## config.mk

```make
export PLATFORM = sky130hd
export DESIGN_NAME = tx_diagram_top
export DESIGN_NICKNAME = d
export VERILOG_FILES = /design/src/source/tx_diagram_pkg.sv /design/src/source/draw_if.sv /design/src/source/tx_diagram_top.sv /design/src/source/plot_writer.sv /design/src/source/rect_rasterizer.sv /design/src/source/step_sequencer.sv /design/src/source/origin_capture.sv
export VERILOG_INCLUDE_DIRS = /design/src /design/src/include
export SDC_FILE = /design/constraint.sdc
export NUM_CORES = 1
export LEC_CHECK = 0
export BUFFER_PORTS_ARGS = -buffer_cell sky130_fd_sc_hd__buf_2
export CELL_PAD_IN_SITES_DETAIL_PLACEMENT = 0
export CELL_PAD_IN_SITES_GLOBAL_PLACEMENT = 1
export CORE_ASPECT_RATIO = 0.75
export CORE_MARGIN = 10
export CORE_UTILIZATION = 54
export CTS_BUF_LIST = sky130_fd_sc_hd__clkbuf_8
export DETAILED_ROUTE_END_ITERATION = 8
export GPL_TIMING_DRIVEN = 0
export PLACE_DENSITY = 0.88
export SYNTH_ARGS = -nofsm -noshare
export SYNTH_HDL_FRONTEND = slang
export SYNTH_HIERARCHICAL = 1
export SYNTH_SLANG_ARGS = --single-unit
```

## constraint.sdc

```tcl
create_clock -name clk -period 12.67 [get_ports clk]
set_clock_uncertainty 0.1 [all_clocks]
set_input_delay 1.267 -clock clk [delete_from_list [all_inputs] [get_ports clk]]
set_output_delay 1.267 -clock clk [all_outputs]
set_load 0.02 [all_outputs]
```

## src/include/tx_diagram_settings.svh

```systemverilog
`ifndef TX_DIAGRAM_SETTINGS_SVH
`define TX_DIAGRAM_SETTINGS_SVH

// plotter area
`define SCREEN_WIDTH  320
`define SCREEN_HEIGHT 240

// connection bar
`define CONN_WIDTH  32
`define CONN_HEIGHT 2

// process block
`define PROC_WIDTH  16
`define PROC_HEIGHT 32
`define PROC_RISE   8   // rows above the bars

// layout of the row
`define STEP_PITCH 16
`define STEP_COUNT 7

// rgb colours
`define CONN_COLOUR 3'b010
`define PROC_COLOUR 3'b110

`endif
```

## src/source/tx_diagram_pkg.sv

```systemverilog
package tx_diagram_pkg;

	// internal x, one bit wider than the screen so sums never wrap
	typedef logic [9:0] wide_x_t;

	// internal y, signed so the block raise can go above row 0
	typedef logic signed [8:0] wide_y_t;

	// screen coordinates, 0..319 and 0..239
	typedef logic [8:0] screen_x_t;
	typedef logic [7:0] screen_y_t;

	typedef logic [2:0] colour_t; // rgb

	// rectangle width or height, up to 32
	typedef logic [5:0] shape_dim_t;

	typedef logic [2:0] step_t; // step index 0..6

	// alternating shapes of the diagram
	typedef enum logic {
		SHAPE_CONNECTION = 1'b0, // flat bar
		SHAPE_PROCESS    = 1'b1  // tall block
	} shape_kind_t;

endpackage

```

## src/source/draw_if.sv

```systemverilog
`timescale 1ns/1ps

// rectangle request from the sequencer to the rasterizer
interface shape_if;
	import tx_diagram_pkg::*;

	logic       start;       // one-cycle strobe, rasterizer idle
	wide_x_t    corner_x;
	wide_y_t    corner_y;
	shape_dim_t width;
	shape_dim_t height;
	colour_t    colour;
	logic       final_shape; // last shape of the diagram
	logic       done;        // strobe on the last pixel

	modport issuer (output start, corner_x, corner_y, width, height, colour, final_shape,
		input done);
	modport drawer (input start, corner_x, corner_y, width, height, colour, final_shape,
		output done);
endinterface

// pixel stream, one pixel per valid cycle, no back-pressure
interface pixel_if;
	import tx_diagram_pkg::*;

	logic    valid;
	wide_x_t x;
	wide_y_t y;
	colour_t colour;
	logic    last; // final pixel of the whole diagram

	modport source (output valid, x, y, colour, last);
	modport sink (input valid, x, y, colour, last);
endinterface

```

## src/source/tx_diagram_top.sv

```systemverilog
`timescale 1ns/1ps

module tx_diagram_top (
	input  logic                      clk,
	input  logic                      resetn,
	input  tx_diagram_pkg::screen_x_t start_x,
	input  tx_diagram_pkg::screen_y_t start_y,
	input  logic                      enable,
	output logic                      plot,
	output tx_diagram_pkg::screen_x_t x_coord,
	output tx_diagram_pkg::screen_y_t y_coord,
	output tx_diagram_pkg::colour_t   colour,
	output logic                      busy,
	output logic                      done_drawing,
	output logic                      rejected
);
	import tx_diagram_pkg::*;

	logic    launch;
	logic    finished;
	wide_x_t origin_x;
	wide_y_t origin_y;

	shape_if shape_bus ();
	pixel_if pixel_bus ();

	origin_capture i_origin_capture (
		.clk      (clk),
		.resetn   (resetn),
		.start_x  (start_x),
		.start_y  (start_y),
		.enable   (enable),
		.finished (finished),
		.launch   (launch),
		.origin_x (origin_x),
		.origin_y (origin_y),
		.busy     (busy),
		.rejected (rejected)
	);

	step_sequencer i_step_sequencer (
		.clk      (clk),
		.resetn   (resetn),
		.launch   (launch),
		.origin_x (origin_x),
		.origin_y (origin_y),
		.finished (finished),
		.sh       (shape_bus.issuer)
	);

	rect_rasterizer i_rect_rasterizer (
		.clk    (clk),
		.resetn (resetn),
		.sh     (shape_bus.drawer),
		.px     (pixel_bus.source)
	);

	plot_writer i_plot_writer (
		.clk          (clk),
		.resetn       (resetn),
		.px           (pixel_bus.sink),
		.plot         (plot),
		.x_coord      (x_coord),
		.y_coord      (y_coord),
		.colour       (colour),
		.done_drawing (done_drawing)
	);

endmodule

```

## src/source/plot_writer.sv

```systemverilog
`timescale 1ns/1ps
`include "tx_diagram_settings.svh"

module plot_writer (
	input  logic                      clk,
	input  logic                      resetn,
	pixel_if.sink                     px,
	output logic                      plot,
	output tx_diagram_pkg::screen_x_t x_coord,
	output tx_diagram_pkg::screen_y_t y_coord,
	output tx_diagram_pkg::colour_t   colour,
	output logic                      done_drawing
);
	import tx_diagram_pkg::*;

	logic x_ok;
	logic y_ok;
	logic accept;
	logic last_q;

	assign x_ok   = (px.x < `SCREEN_WIDTH);
	assign y_ok   = (px.y >= 0) && (px.y < `SCREEN_HEIGHT); // signed compare
	assign accept = px.valid && x_ok && y_ok;

	always_ff @(posedge clk) begin
		if (!resetn) begin
			plot         <= 1'b0;
			last_q       <= 1'b0;
			done_drawing <= 1'b0;
		end else begin
			plot         <= accept;
			last_q       <= px.valid && px.last; // counts even when clipped
			done_drawing <= last_q;
		end
	end

	// narrowing is safe once the pixel passed the clip
	always_ff @(posedge clk) begin
		if (accept) begin
			x_coord <= screen_x_t'(px.x);
			y_coord <= screen_y_t'(px.y);
			colour  <= px.colour;
		end
	end

endmodule

```

## src/source/rect_rasterizer.sv

```systemverilog
`timescale 1ns/1ps

module rect_rasterizer (
	input  logic    clk,
	input  logic    resetn,
	shape_if.drawer sh,
	pixel_if.source px
);
	import tx_diagram_pkg::*;

	logic       active;
	shape_dim_t off_x;  // column within the row
	shape_dim_t off_y;  // row within the rectangle
	wide_x_t    base_x;
	wide_y_t    base_y;
	shape_dim_t width_q;
	shape_dim_t height_q;
	colour_t    colour_q;
	logic       final_q;
	logic       row_end;
	logic       last_pixel;

	assign row_end    = (off_x == width_q - shape_dim_t'(1));
	assign last_pixel = active && row_end && (off_y == height_q - shape_dim_t'(1));

	always_ff @(posedge clk) begin
		if (!resetn) begin
			active <= 1'b0;
			off_x  <= '0;
			off_y  <= '0;
		end else if (sh.start) begin
			active <= 1'b1;
			off_x  <= '0;
			off_y  <= '0;
		end else if (active) begin
			if (row_end) begin
				off_x <= '0;
				if (last_pixel) begin
					active <= 1'b0; // rectangle complete
				end else begin
					off_y <= off_y + shape_dim_t'(1);
				end
			end else begin
				off_x <= off_x + shape_dim_t'(1);
			end
		end
	end

	// request latched on start
	always_ff @(posedge clk) begin
		if (sh.start) begin
			base_x   <= sh.corner_x;
			base_y   <= sh.corner_y;
			width_q  <= sh.width;
			height_q <= sh.height;
			colour_q <= sh.colour;
			final_q  <= sh.final_shape;
		end
	end

	assign sh.done   = last_pixel;
	assign px.valid  = active;
	assign px.x      = base_x + wide_x_t'(off_x);
	assign px.y      = base_y + wide_y_t'({3'b000, off_y}); // offset is never negative
	assign px.colour = colour_q;
	assign px.last   = last_pixel && final_q;

endmodule

```

## src/source/step_sequencer.sv

```systemverilog
`timescale 1ns/1ps
`include "tx_diagram_settings.svh"

module step_sequencer (
	input  logic                    clk,
	input  logic                    resetn,
	input  logic                    launch,
	input  tx_diagram_pkg::wide_x_t origin_x,
	input  tx_diagram_pkg::wide_y_t origin_y,
	output logic                    finished,
	shape_if.issuer                 sh
);
	import tx_diagram_pkg::*;

	step_t       step;
	shape_kind_t kind;
	logic        running;
	logic        last_step;

	assign last_step = (step == step_t'(`STEP_COUNT - 1));

	always_ff @(posedge clk) begin
		if (!resetn) begin
			step     <= '0;
			kind     <= SHAPE_CONNECTION;
			running  <= 1'b0;
			sh.start <= 1'b0;
			finished <= 1'b0;
		end else begin
			sh.start <= 1'b0;
			finished <= 1'b0;
			if (launch) begin
				step     <= '0;
				kind     <= SHAPE_CONNECTION; // even steps are bars
				running  <= 1'b1;
				sh.start <= 1'b1;
			end else if (running && sh.done) begin
				if (last_step) begin
					running  <= 1'b0;
					finished <= 1'b1;
				end else begin
					step     <= step + step_t'(1);
					kind     <= (kind == SHAPE_CONNECTION) ? SHAPE_PROCESS : SHAPE_CONNECTION;
					sh.start <= 1'b1; // next shape one cycle after done
				end
			end
		end
	end

	// request fields follow the current step, latched by the rasterizer on start
	always_comb begin
		sh.corner_x    = origin_x + wide_x_t'(step * `STEP_PITCH);
		sh.final_shape = last_step;
		if (kind == SHAPE_PROCESS) begin
			sh.corner_y = origin_y - wide_y_t'(`PROC_RISE);
			sh.width    = shape_dim_t'(`PROC_WIDTH);
			sh.height   = shape_dim_t'(`PROC_HEIGHT);
			sh.colour   = `PROC_COLOUR;
		end else begin
			sh.corner_y = origin_y;
			sh.width    = shape_dim_t'(`CONN_WIDTH);
			sh.height   = shape_dim_t'(`CONN_HEIGHT);
			sh.colour   = `CONN_COLOUR;
		end
	end

endmodule

```

## src/source/origin_capture.sv

```systemverilog
`timescale 1ns/1ps
`include "tx_diagram_settings.svh"

module origin_capture (
	input  logic                      clk,
	input  logic                      resetn,
	input  tx_diagram_pkg::screen_x_t start_x,
	input  tx_diagram_pkg::screen_y_t start_y,
	input  logic                      enable,
	input  logic                      finished,
	output logic                      launch,
	output tx_diagram_pkg::wide_x_t   origin_x,
	output tx_diagram_pkg::wide_y_t   origin_y,
	output logic                      busy,
	output logic                      rejected
);
	import tx_diagram_pkg::*;

	logic on_screen;
	logic accept;

	assign on_screen = (start_x < `SCREEN_WIDTH) && (start_y < `SCREEN_HEIGHT);
	assign accept    = enable && !busy && on_screen;

	always_ff @(posedge clk) begin
		if (!resetn) begin
			launch   <= 1'b0;
			busy     <= 1'b0;
			rejected <= 1'b0;
		end else begin
			launch   <= accept;
			rejected <= enable && !busy && !on_screen; // off-screen request
			if (finished) begin
				busy <= 1'b0; // sequencer is through
			end else if (accept) begin
				busy <= 1'b1;
			end
		end
	end

	// origin held for the whole drawing
	always_ff @(posedge clk) begin
		if (accept) begin
			origin_x <= wide_x_t'({1'b0, start_x});
			origin_y <= wide_y_t'({1'b0, start_y}); // always positive
		end
	end

endmodule

```

==> results.txt, run 1 <==
* Hold buffer count at CTS: 0
- Post-detailed-route via-to-cell ratio: ~5.1
* Final setup fails: 0
* Starting density of the core: a little under three fifths
- Detailed-route wire length per cell: ~14 um
* Final net count: 480
* Clock root buffer: clkbuf_8
* Yosys synthesis warning count: 6
- Buffers inserted during clock tree synthesis total 9.
- The area growth from synthesis to layout is 13.96%.
- Primary flip-flop cell chosen by synthesis mapping: edfxtp_1
* Gr usage total: 12.96%
- Arrival time at the worst endpoint: between 3 and 4 ns
- Antenna violations before repair: 0
* Post-route worst setup slack: 8.889 ns
- Fin. max-slew vios: 0
- The worst setup path is captured at a flip-flop.
- Post-CTS repair timing setup buffer count: 0
- Global routing finished with a remaining overflow of 0.
- Setup repair after global routing left no endpoint under its margin.
- Share of synthesized area occupied by flip-flops and latches: 57.67%
- The path class of the tightest hold or removal check is flip-flop to flip-flop.
- For this run, design rule violations remaining after detail routing come to 0.
- Clock-pin slew was measured on the worst setup and hold paths at 0.09 ns.
* Count of buffers from port buffering: 43
* Inserted Diodes: 0
* Leak: 2.130 nW
- H-tree levels: 3
- The floorplan step set the die width to 127.2 um.
- Worst setup path category: flip-flop to flip-flop
- The hold violation total from the final report is 0.
- Max-Slew Margin vs Limit: between 40 and 50%
* Result of the run: completed
* Syn avg cell area: 12.57 um2
* Total number of vias: 2,775
- IR analysis of the VDD net gives a maximum drop of 0.07707 mV.
- For this design the top-level I/O count stands at 44.
* F_max: 264.5 MHz
- Slew at the pin closest to its max-slew limit: 0.8378 ns
- After layout, the worst path uses 29.84% of the clock period.
- The worst hold path begins at i_rect_rasterizer/px.colour[2].
* Maximum fanout encountered on the critical timing path: 12
* Die Outline Area: 12,770 um2
* Most used standard cell by instance count after synthesis: edfxtp_1
- Cell count after synthesis: between 300 and 400
* Top post-synthesis cells by count: edfxtp_1 (72), inv_1 (27), dfxtp_1 (26)
- The setup check on the worst reg-to-reg path leaves a slack of approximately 8.9 ns.
* Layout cell share with drive strength beyond 1: roughly 23%
- The worst setup path is launched from a flip-flop.
- Total wirelength of the detailed-routed design: 7843 um
* Ranking of synthesized cells by area: edfxtp_1 (46%), dfxtp_1 (11%), ha_1 (5.9%)
- Number of violations reported at the end of detailed-routing iteration 0: roughly 160
* Worst setup slack after placement: slightly below 9 ns
- MaxCap Viol Count: 0
- Final core occ: 62.98%
- Clock Path Buffers: 2
- Counting instances, the worst hold path has a depth of 0.
* Total half-perimeter wirelength after legalization and detailed placement: 5946 um
- The worst hold path terminates at i_plot_writer/colour[2].
- After synthesis the netlist holds a flip-flop and latch count of 98.
- In the synthesized netlist the async set-or-reset flop fraction comes to 0%.
* Total power: around 0.00060 W
- Clock sink count: 98
- Required time at the endpoint of the critical path: 12.64 ns
- In this run the vertical extent of the chip is between 100 and 150 um.
- In this run, distinct cell masters in the synthesized netlist total 53.
- For this design the ratio of total power to cell area is between 100 and 150 nW/um2.
* Post-cts sizing count: 0
- Final estimated routing congestion in global placement: about 0.79
- The first global-routing pass estimated approximately 13,000 um of wire.
- Cell Rows: 29
- Crit Reg-Reg Startpoint: i_rect_rasterizer/off_y[0]
- Depth of the most critical reg-to-reg path: 12
- The biggest area contributor in the post-synthesis netlist is edfxtp_1.
- In this run, synthesis inferred 72 flip-flops with an integrated enable.
- Antenna-violating nets left: 0
* Filler cells: 657
- In this run the biggest area consumer among cell types represents 46.48% of the synthesized area.
- Detailed Routing Iterations Pass 1: 4
* Largest net degree at the start of global routing: 37
* Worst skew pair latency: 0.36 ns
- TritonCTS built the clock tree.
- The routed design could run at a clock period as short as 3.781 ns.
* Core region area: 8418 um2
* Total standard cell area after synthesis: 4652 um2
* Number of global-route vias before repair: 2,883
- Reg-to-Reg End: i_plot_writer/colour[2]
- Total negative slack: 0 ns
[sequential cells by signal, summed over array words and instances, names as in the netlist, 3 cells and up]
register                     flops
i_step_sequencer/step            3
i_rect_rasterizer/off_y          6
i_origin_capture/origin_y        8
i_rect_rasterizer/height_q       6
i_plot_writer/colour             3
i_plot_writer/y_coord            8
i_plot_writer/x_coord            9
i_rect_rasterizer/off_x          6
i_rect_rasterizer/px.colour      3
i_rect_rasterizer/base_x        10
i_origin_capture/origin_x        9
i_rect_rasterizer/base_y         9
i_rect_rasterizer/width_q        6
[cell families after synthesis]
| group | after synthesis | synth area share [%] |
|---|---|---|
| xor+xnor | 39 | 7.343 |
| fa+ha+maj | 25 | 7.208 |
| flops | 98 | 57.67 |
| compound gates | 58 | 8.661 |
| simple gates | 92 | 12.02 |
| mux | 3 | 0.6455 |
| other cells | 3 | 0.2420 |
| buf+inv | 52 | 6.213 |
[routing by layer]
layer  wire [um]  vias up  GRT usage (%)
met2        3819       44          21.99
met5           0        -              0
li1            -     1416              -
met3         354        8          5.055
met4          87        0          3.581
met1        3581     1307          14.99
[layout by cell type, fill, tap and decap left out, drive strengths merged, types with 4 or more instances in the layout]
| cell | instances |
|---|---|
| xnor2 | 19 |
| a21oi | 15 |
| conb | 12 |
| and4 | 4 |
| buf | 69 |
| o21ai | 16 |
| nor3 | 7 |
| nand2 | 16 |
| nor4b | 4 |
| dfxtp | 26 |
| o21a | 4 |
| or3 | 10 |
| inv | 29 |
| ha | 22 |
| nor2 | 20 |
| nand3 | 6 |
| nor2b | 7 |
| clkbuf | 11 |
| o211ai | 4 |
| a21boi | 4 |
| xor2 | 20 |
| edfxtp | 72 |
[power by group]
group	switching, W	total, W	leakage (nW)	internal (W)
logic	0.0000129	0.0000260	1.16	0.0000131
clock network	0.000100	0.000215	0.111	0.000115
registers	0.00000547	0.000356	0.862	0.000351
total	0.000118	0.000597	2.13	0.000479
[area by class of cell]
class	count	area [um2]	area share, %
Buffer	25	187.7	3.540
Clock buffer	10	137.6	2.596
Clock inverter	6	82.58	1.558
Inverter	27	101.3	1.912
Multi-Input combinational cell	229	1728	32.59
Sequential cell	98	2684	50.63
Tap cell	108	135.1	2.549
Timing Repair Buffer	45	245.2	4.626
[critical path, cell delays in order, from the launching register on]
cell and delay [ns]:
dfxtp_1 0.50, ha_1 0.22, inv_1 0.05, fa_1 0.40, nor2b_1 0.12, o21ai_0 0.10
a21boi_0 0.25, o21ai_0 0.18, a21oi_1 0.20, xor2_1 0.09, or3b_1 0.40, nor3_2 0.64
buf_8 0.24
[per-stage QoR]
stage	cell area, um2	hold slack [ns]	instances
after detailed placement	5081	0.3061	532
after global routing	5301	0.3382	548
final	5301	0.3259	548
after CTS	5301	0.3269	548
after floorplan	4686	0.3003	379
after global placement	5036	0.3014	530
[how the worst max path moves through the flow]
stage	cells after the start	to	from	slack [ns]
CTS	12	i_plot_writer/colour[2]	i_rect_rasterizer/off_y[0]	8.87
global route	12	i_plot_writer/x_coord[5]	i_rect_rasterizer/off_y[0]	8.61
detailed placement	12	i_plot_writer/x_coord[1]	i_rect_rasterizer/off_y[0]	8.88
finish	12	i_plot_writer/colour[2]	i_rect_rasterizer/off_y[0]	8.89
floorplan	11	i_plot_writer/colour[0]	i_rect_rasterizer/off_y[0]	8.53
global placement	11	i_plot_writer/x_coord[0]	i_rect_rasterizer/off_y[0]	7.62
No activity file was read; power rests on OpenSTA's default activity.
==> run 2: changes to the inputs <==
ABC_AREA = 1   (was not set)
CORE_UTILIZATION = 44   (was 54)
PLACE_DENSITY = 0.8   (was 0.88)
clock period = 3.3 ns   (was 12.67 ns; I/O delays follow)
==> results.txt, run 2 <==
- Routability-driven placement finished with a final weighted congestion of 0.7785.
- The number of global-route vias before repair is slightly below 3,000.
- Yosys synthesis warning count: 6
* Inserted Diodes: 0
- F_max: 340.1 MHz
* Total congestion overflow after global routing: 0
- The worst hold path belongs to the class input pin to flip-flop.
- The worst pin sits at a relative slew slack of between 40% and 50%.
* Antenna violations before repair: 0
* Worst setup path category: flip-flop to flip-flop
- Cell Rows: 32
- Clock-pin slew was measured on the worst setup and hold paths at around 0.1 ns.
* Async set-reset flop share out of synthesis: 0%
- After detailed routing, the number of vias per cell comes to 4.561.
- The hold violation total from the final report was 0.
- The count of final max-slew check failures is 0.
* Count of buffers from port buffering: 43
- Total wirelength of the detailed-routed design: 8341 um
* Clock sink count: 98
- From bottom edge to top edge, the die measures 110.6 um.
- In this run the count of I/O pins placed on the die edge is 44.
* Most common cell after layout, fill and taps aside: nand2_1
* Crit Reg-Reg Startpoint: i_rect_rasterizer/off_y[0]
- Final period utilization: 89.10%
- After technology mapping, the gate count stands at around 480.
- Total half-perimeter wirelength after legalization and detailed placement: 6141 um
- TritonCTS built the clock tree.
- Worst skew pair latency: 0.36 ns
- Worst vdd rail ir drop: 0.2203 mV
- Combinational logic burns 4.7% of the power.
- Along the worst hold path, the cell count comes to 1.
* Core region area: 10,490 um2
* Hold path endpoint: i_origin_capture/origin_x[1]
- Seq pwr share: 62.7%
- Total standard cell area after synthesis: 4817 um2
- The first global-routing pass estimated 14,100 um of wire.
* Startpoint type of the worst setup path: flip-flop
* Width of the die: 140.8 um
- Leaving out fill and tap cells, the most frequent cells in the layout are nand2_1 (99), edfxtp_1 (72), inv_1 (68).
* Depth of the most critical reg-to-reg path: 12
* RSZ-0062 raised after global routing: no
* Detailed Routing Iterations Pass 1: 4
* Flop2flop setup slack: around 0.36 ns
* Fraction of synthesized cell area taken by the top area cell type: 44.88%
- The run finished with clean final reports.
* Nature of the critical path endpoint: flip-flop
* Area growth syn-to-layout: 13.40%
- Detailed-route wire length per cell: 12.18 um
- Syn avg cell area: between 10 and 15 um2
* Arrival time at the worst endpoint: 2.92 ns
- Cells fill 52.08% of the core in the end.
- Share of synthesized area occupied by flip-flops and latches: 55.69%
* Largest net degree at the start of global routing: 38
* Final setup fails: 0
- Final instance count without filler cells: a little under 700
* Clock power frac: approximately a third
- After the last flow step, the layout net total stands at about 600.
* Synth area leader: edfxtp_1
- Ranked by flip-flop count, first place goes to i_rect_rasterizer/base_x.
- Antenna-violating nets left: 0
* Top post-synthesis cells by count: nand2_1 (99), edfxtp_1 (72), inv_1 (68)
- Filler cells: 939
- Number of buffers created by CTS: 9
- Switching part of the total: 22.53%
- Power spread over the standard cell area amounts to approximately 400 nW/um2.
- The die covers between 15,000 and 20,000 um2.
- Synth Register Bits: ~100
* Residual DRC: 0
* Gr usage total: 10.92%
- The most common cell in the synthesized netlist is nand2_1.
- Slew at the pin closest to its max-slew limit: 0.8948 ns
- Required time at the endpoint of the critical path: 3.28 ns
- MaxCap Viol Count: 0
- For this block, the initial DRC count from the detailed router was 186.
* Ranking of synthesized cells by area: edfxtp_1 (45%), dfxtp_1 (11%), nand2_1 (7.7%)
* Post-synth cell types: 32
* Primary flip-flop cell chosen by synthesis mapping: edfxtp_1
- The initial utilization of the core area, before any placement, comes to 45.92%.
* Leak: 2.442 nW
- The register with the most flip-flops in the layout has 10 of them.
- Along the worst path, the maximum fanout reaches 8.
* Total power: 0.002182 W
- The root buffer cell chosen for the clock tree is clkbuf_8.
- Shortest period the worst path allows: 2.940 ns
* Clock Path Buffers: 2
* H-tree levels: 3
- Origin of the worst min-delay path: start_x[1]
* Power dissipated by switching net loads: 0.0004917 W
- Cell internal power dissipation: 0.001691 W
- Reg-to-Reg End: i_plot_writer/x_coord[3]
* Number of enable-type register cells in the synthesized netlist: approximately 70
- Number of placed instances, taps included: 665
- Cells with a size suffix above 1 make up 20.04% of the layout.
- Across all layers, the routed design uses 3,124 vias.
-- run 2: how the worst max path moves through the flow --
stage / startpoint / slack [ns] / end
4_1_cts: i_rect_rasterizer/off_y[0] / 0.12 / i_plot_writer/x_coord[5]
2_1_floorplan: i_rect_rasterizer/off_y[0] / 0.42 / i_plot_writer/colour[0]
5_1_grt: i_rect_rasterizer/off_x[0] / 0.08 / i_plot_writer/x_coord[5]
3_5_place_dp: i_rect_rasterizer/off_y[0] / -0.14 / i_plot_writer/colour[0]
3_3_place_gp: i_rect_rasterizer/off_y[0] / -0.13 / i_plot_writer/x_coord[0]
6_report: i_rect_rasterizer/off_y[0] / 0.36 / i_plot_writer/x_coord[3]
-- run 2: through the flow --
step,area [um2],setup TNS [ns],setup slack [ns],hold WS [ns]
2_1_floorplan,4851,0,0.4220,0.2900
3_3_place_gp,5236,-2.643,-0.1331,0.3002
3_5_place_dp,5238,-2.774,-0.1397,0.3152
4_1_cts,5420,0,0.1169,0.01624
5_1_grt,5463,0,0.07625,0.01325
6_report,5463,0,0.3598,0.03791
-- run 2: cells by family after synthesis --
kind of cell               after synthesis  synth area share (%)
AOI/OAI and AO/OA                       39                 4.494
xor gates and xnor gates                34                 6.182
adders and majority gates               25                 6.961
buffers and inverters                   96                 9.273
DFF                                     98                 55.69
other                                    3                0.2337
and+or+nand+nor                        182                 17.17
-- run 2: cell type report --
cell class              count  area, um2  area share (%)
repair buffers             46      250.2           4.581
plain buffers              23      172.7           3.161
clock buffers              10      137.6           2.519
repair inverters            1      7.507          0.1374
inverters                  73      277.8           5.085
well taps                 136      170.2           3.115
flip-flops and latches     98       2685           49.15
multi-input cells         292       1722           31.52
clock inverters             6      40.04          0.7329
-- run 2: worst max-delay path, cell delays in order, from the launching register on --
cell	delay (ns)
dfxtp_2	0.44
ha_1	0.20
inv_1	0.06
fa_1	0.40
o21ai_0	0.29
a21oi_1	0.11
o21bai_1	0.20
nand3_1	0.14
xnor2_1	0.16
nor2_2	0.12
nand3_2	0.15
clkinvlp_4	0.12
buf_4	0.16
-- run 2: repair_timing --
action / in CTS / in global routing
endpoints found under the setup margin: 20 / 20
hold buffers: 0 / 0
buffers inserted: 0 / 3
gates cloned: 0 / 1
resized for setup: 2 / 1
-- run 2: power by group through the flow --
stage / Clock, W / Sequential (W) / Combinational (W)
CTS: 0.000742 / 0.00137 / 0.000104
global route: 0.000788 / 0.00137 / 0.000119
detailed placement: 0 / 0.00140 / 0.000103
global placement: 0 / 0.00140 / 0.0000994
floorplan: 0 / 0.00140 / 0.0000699
finish: 0.000710 / 0.00137 / 0.000103
-- run 2: layer usage --
layer / track usage, % / part of all wire [%] / vias to the layer above
li1: - / - / 1655
met1: 15.15 / 52 / 1419
met2: 15.74 / 43 / 42
met3: 3.590 / 3.4 / 8
met4: 3.210 / 1.2 / 0
met5: 0 / 0 / -
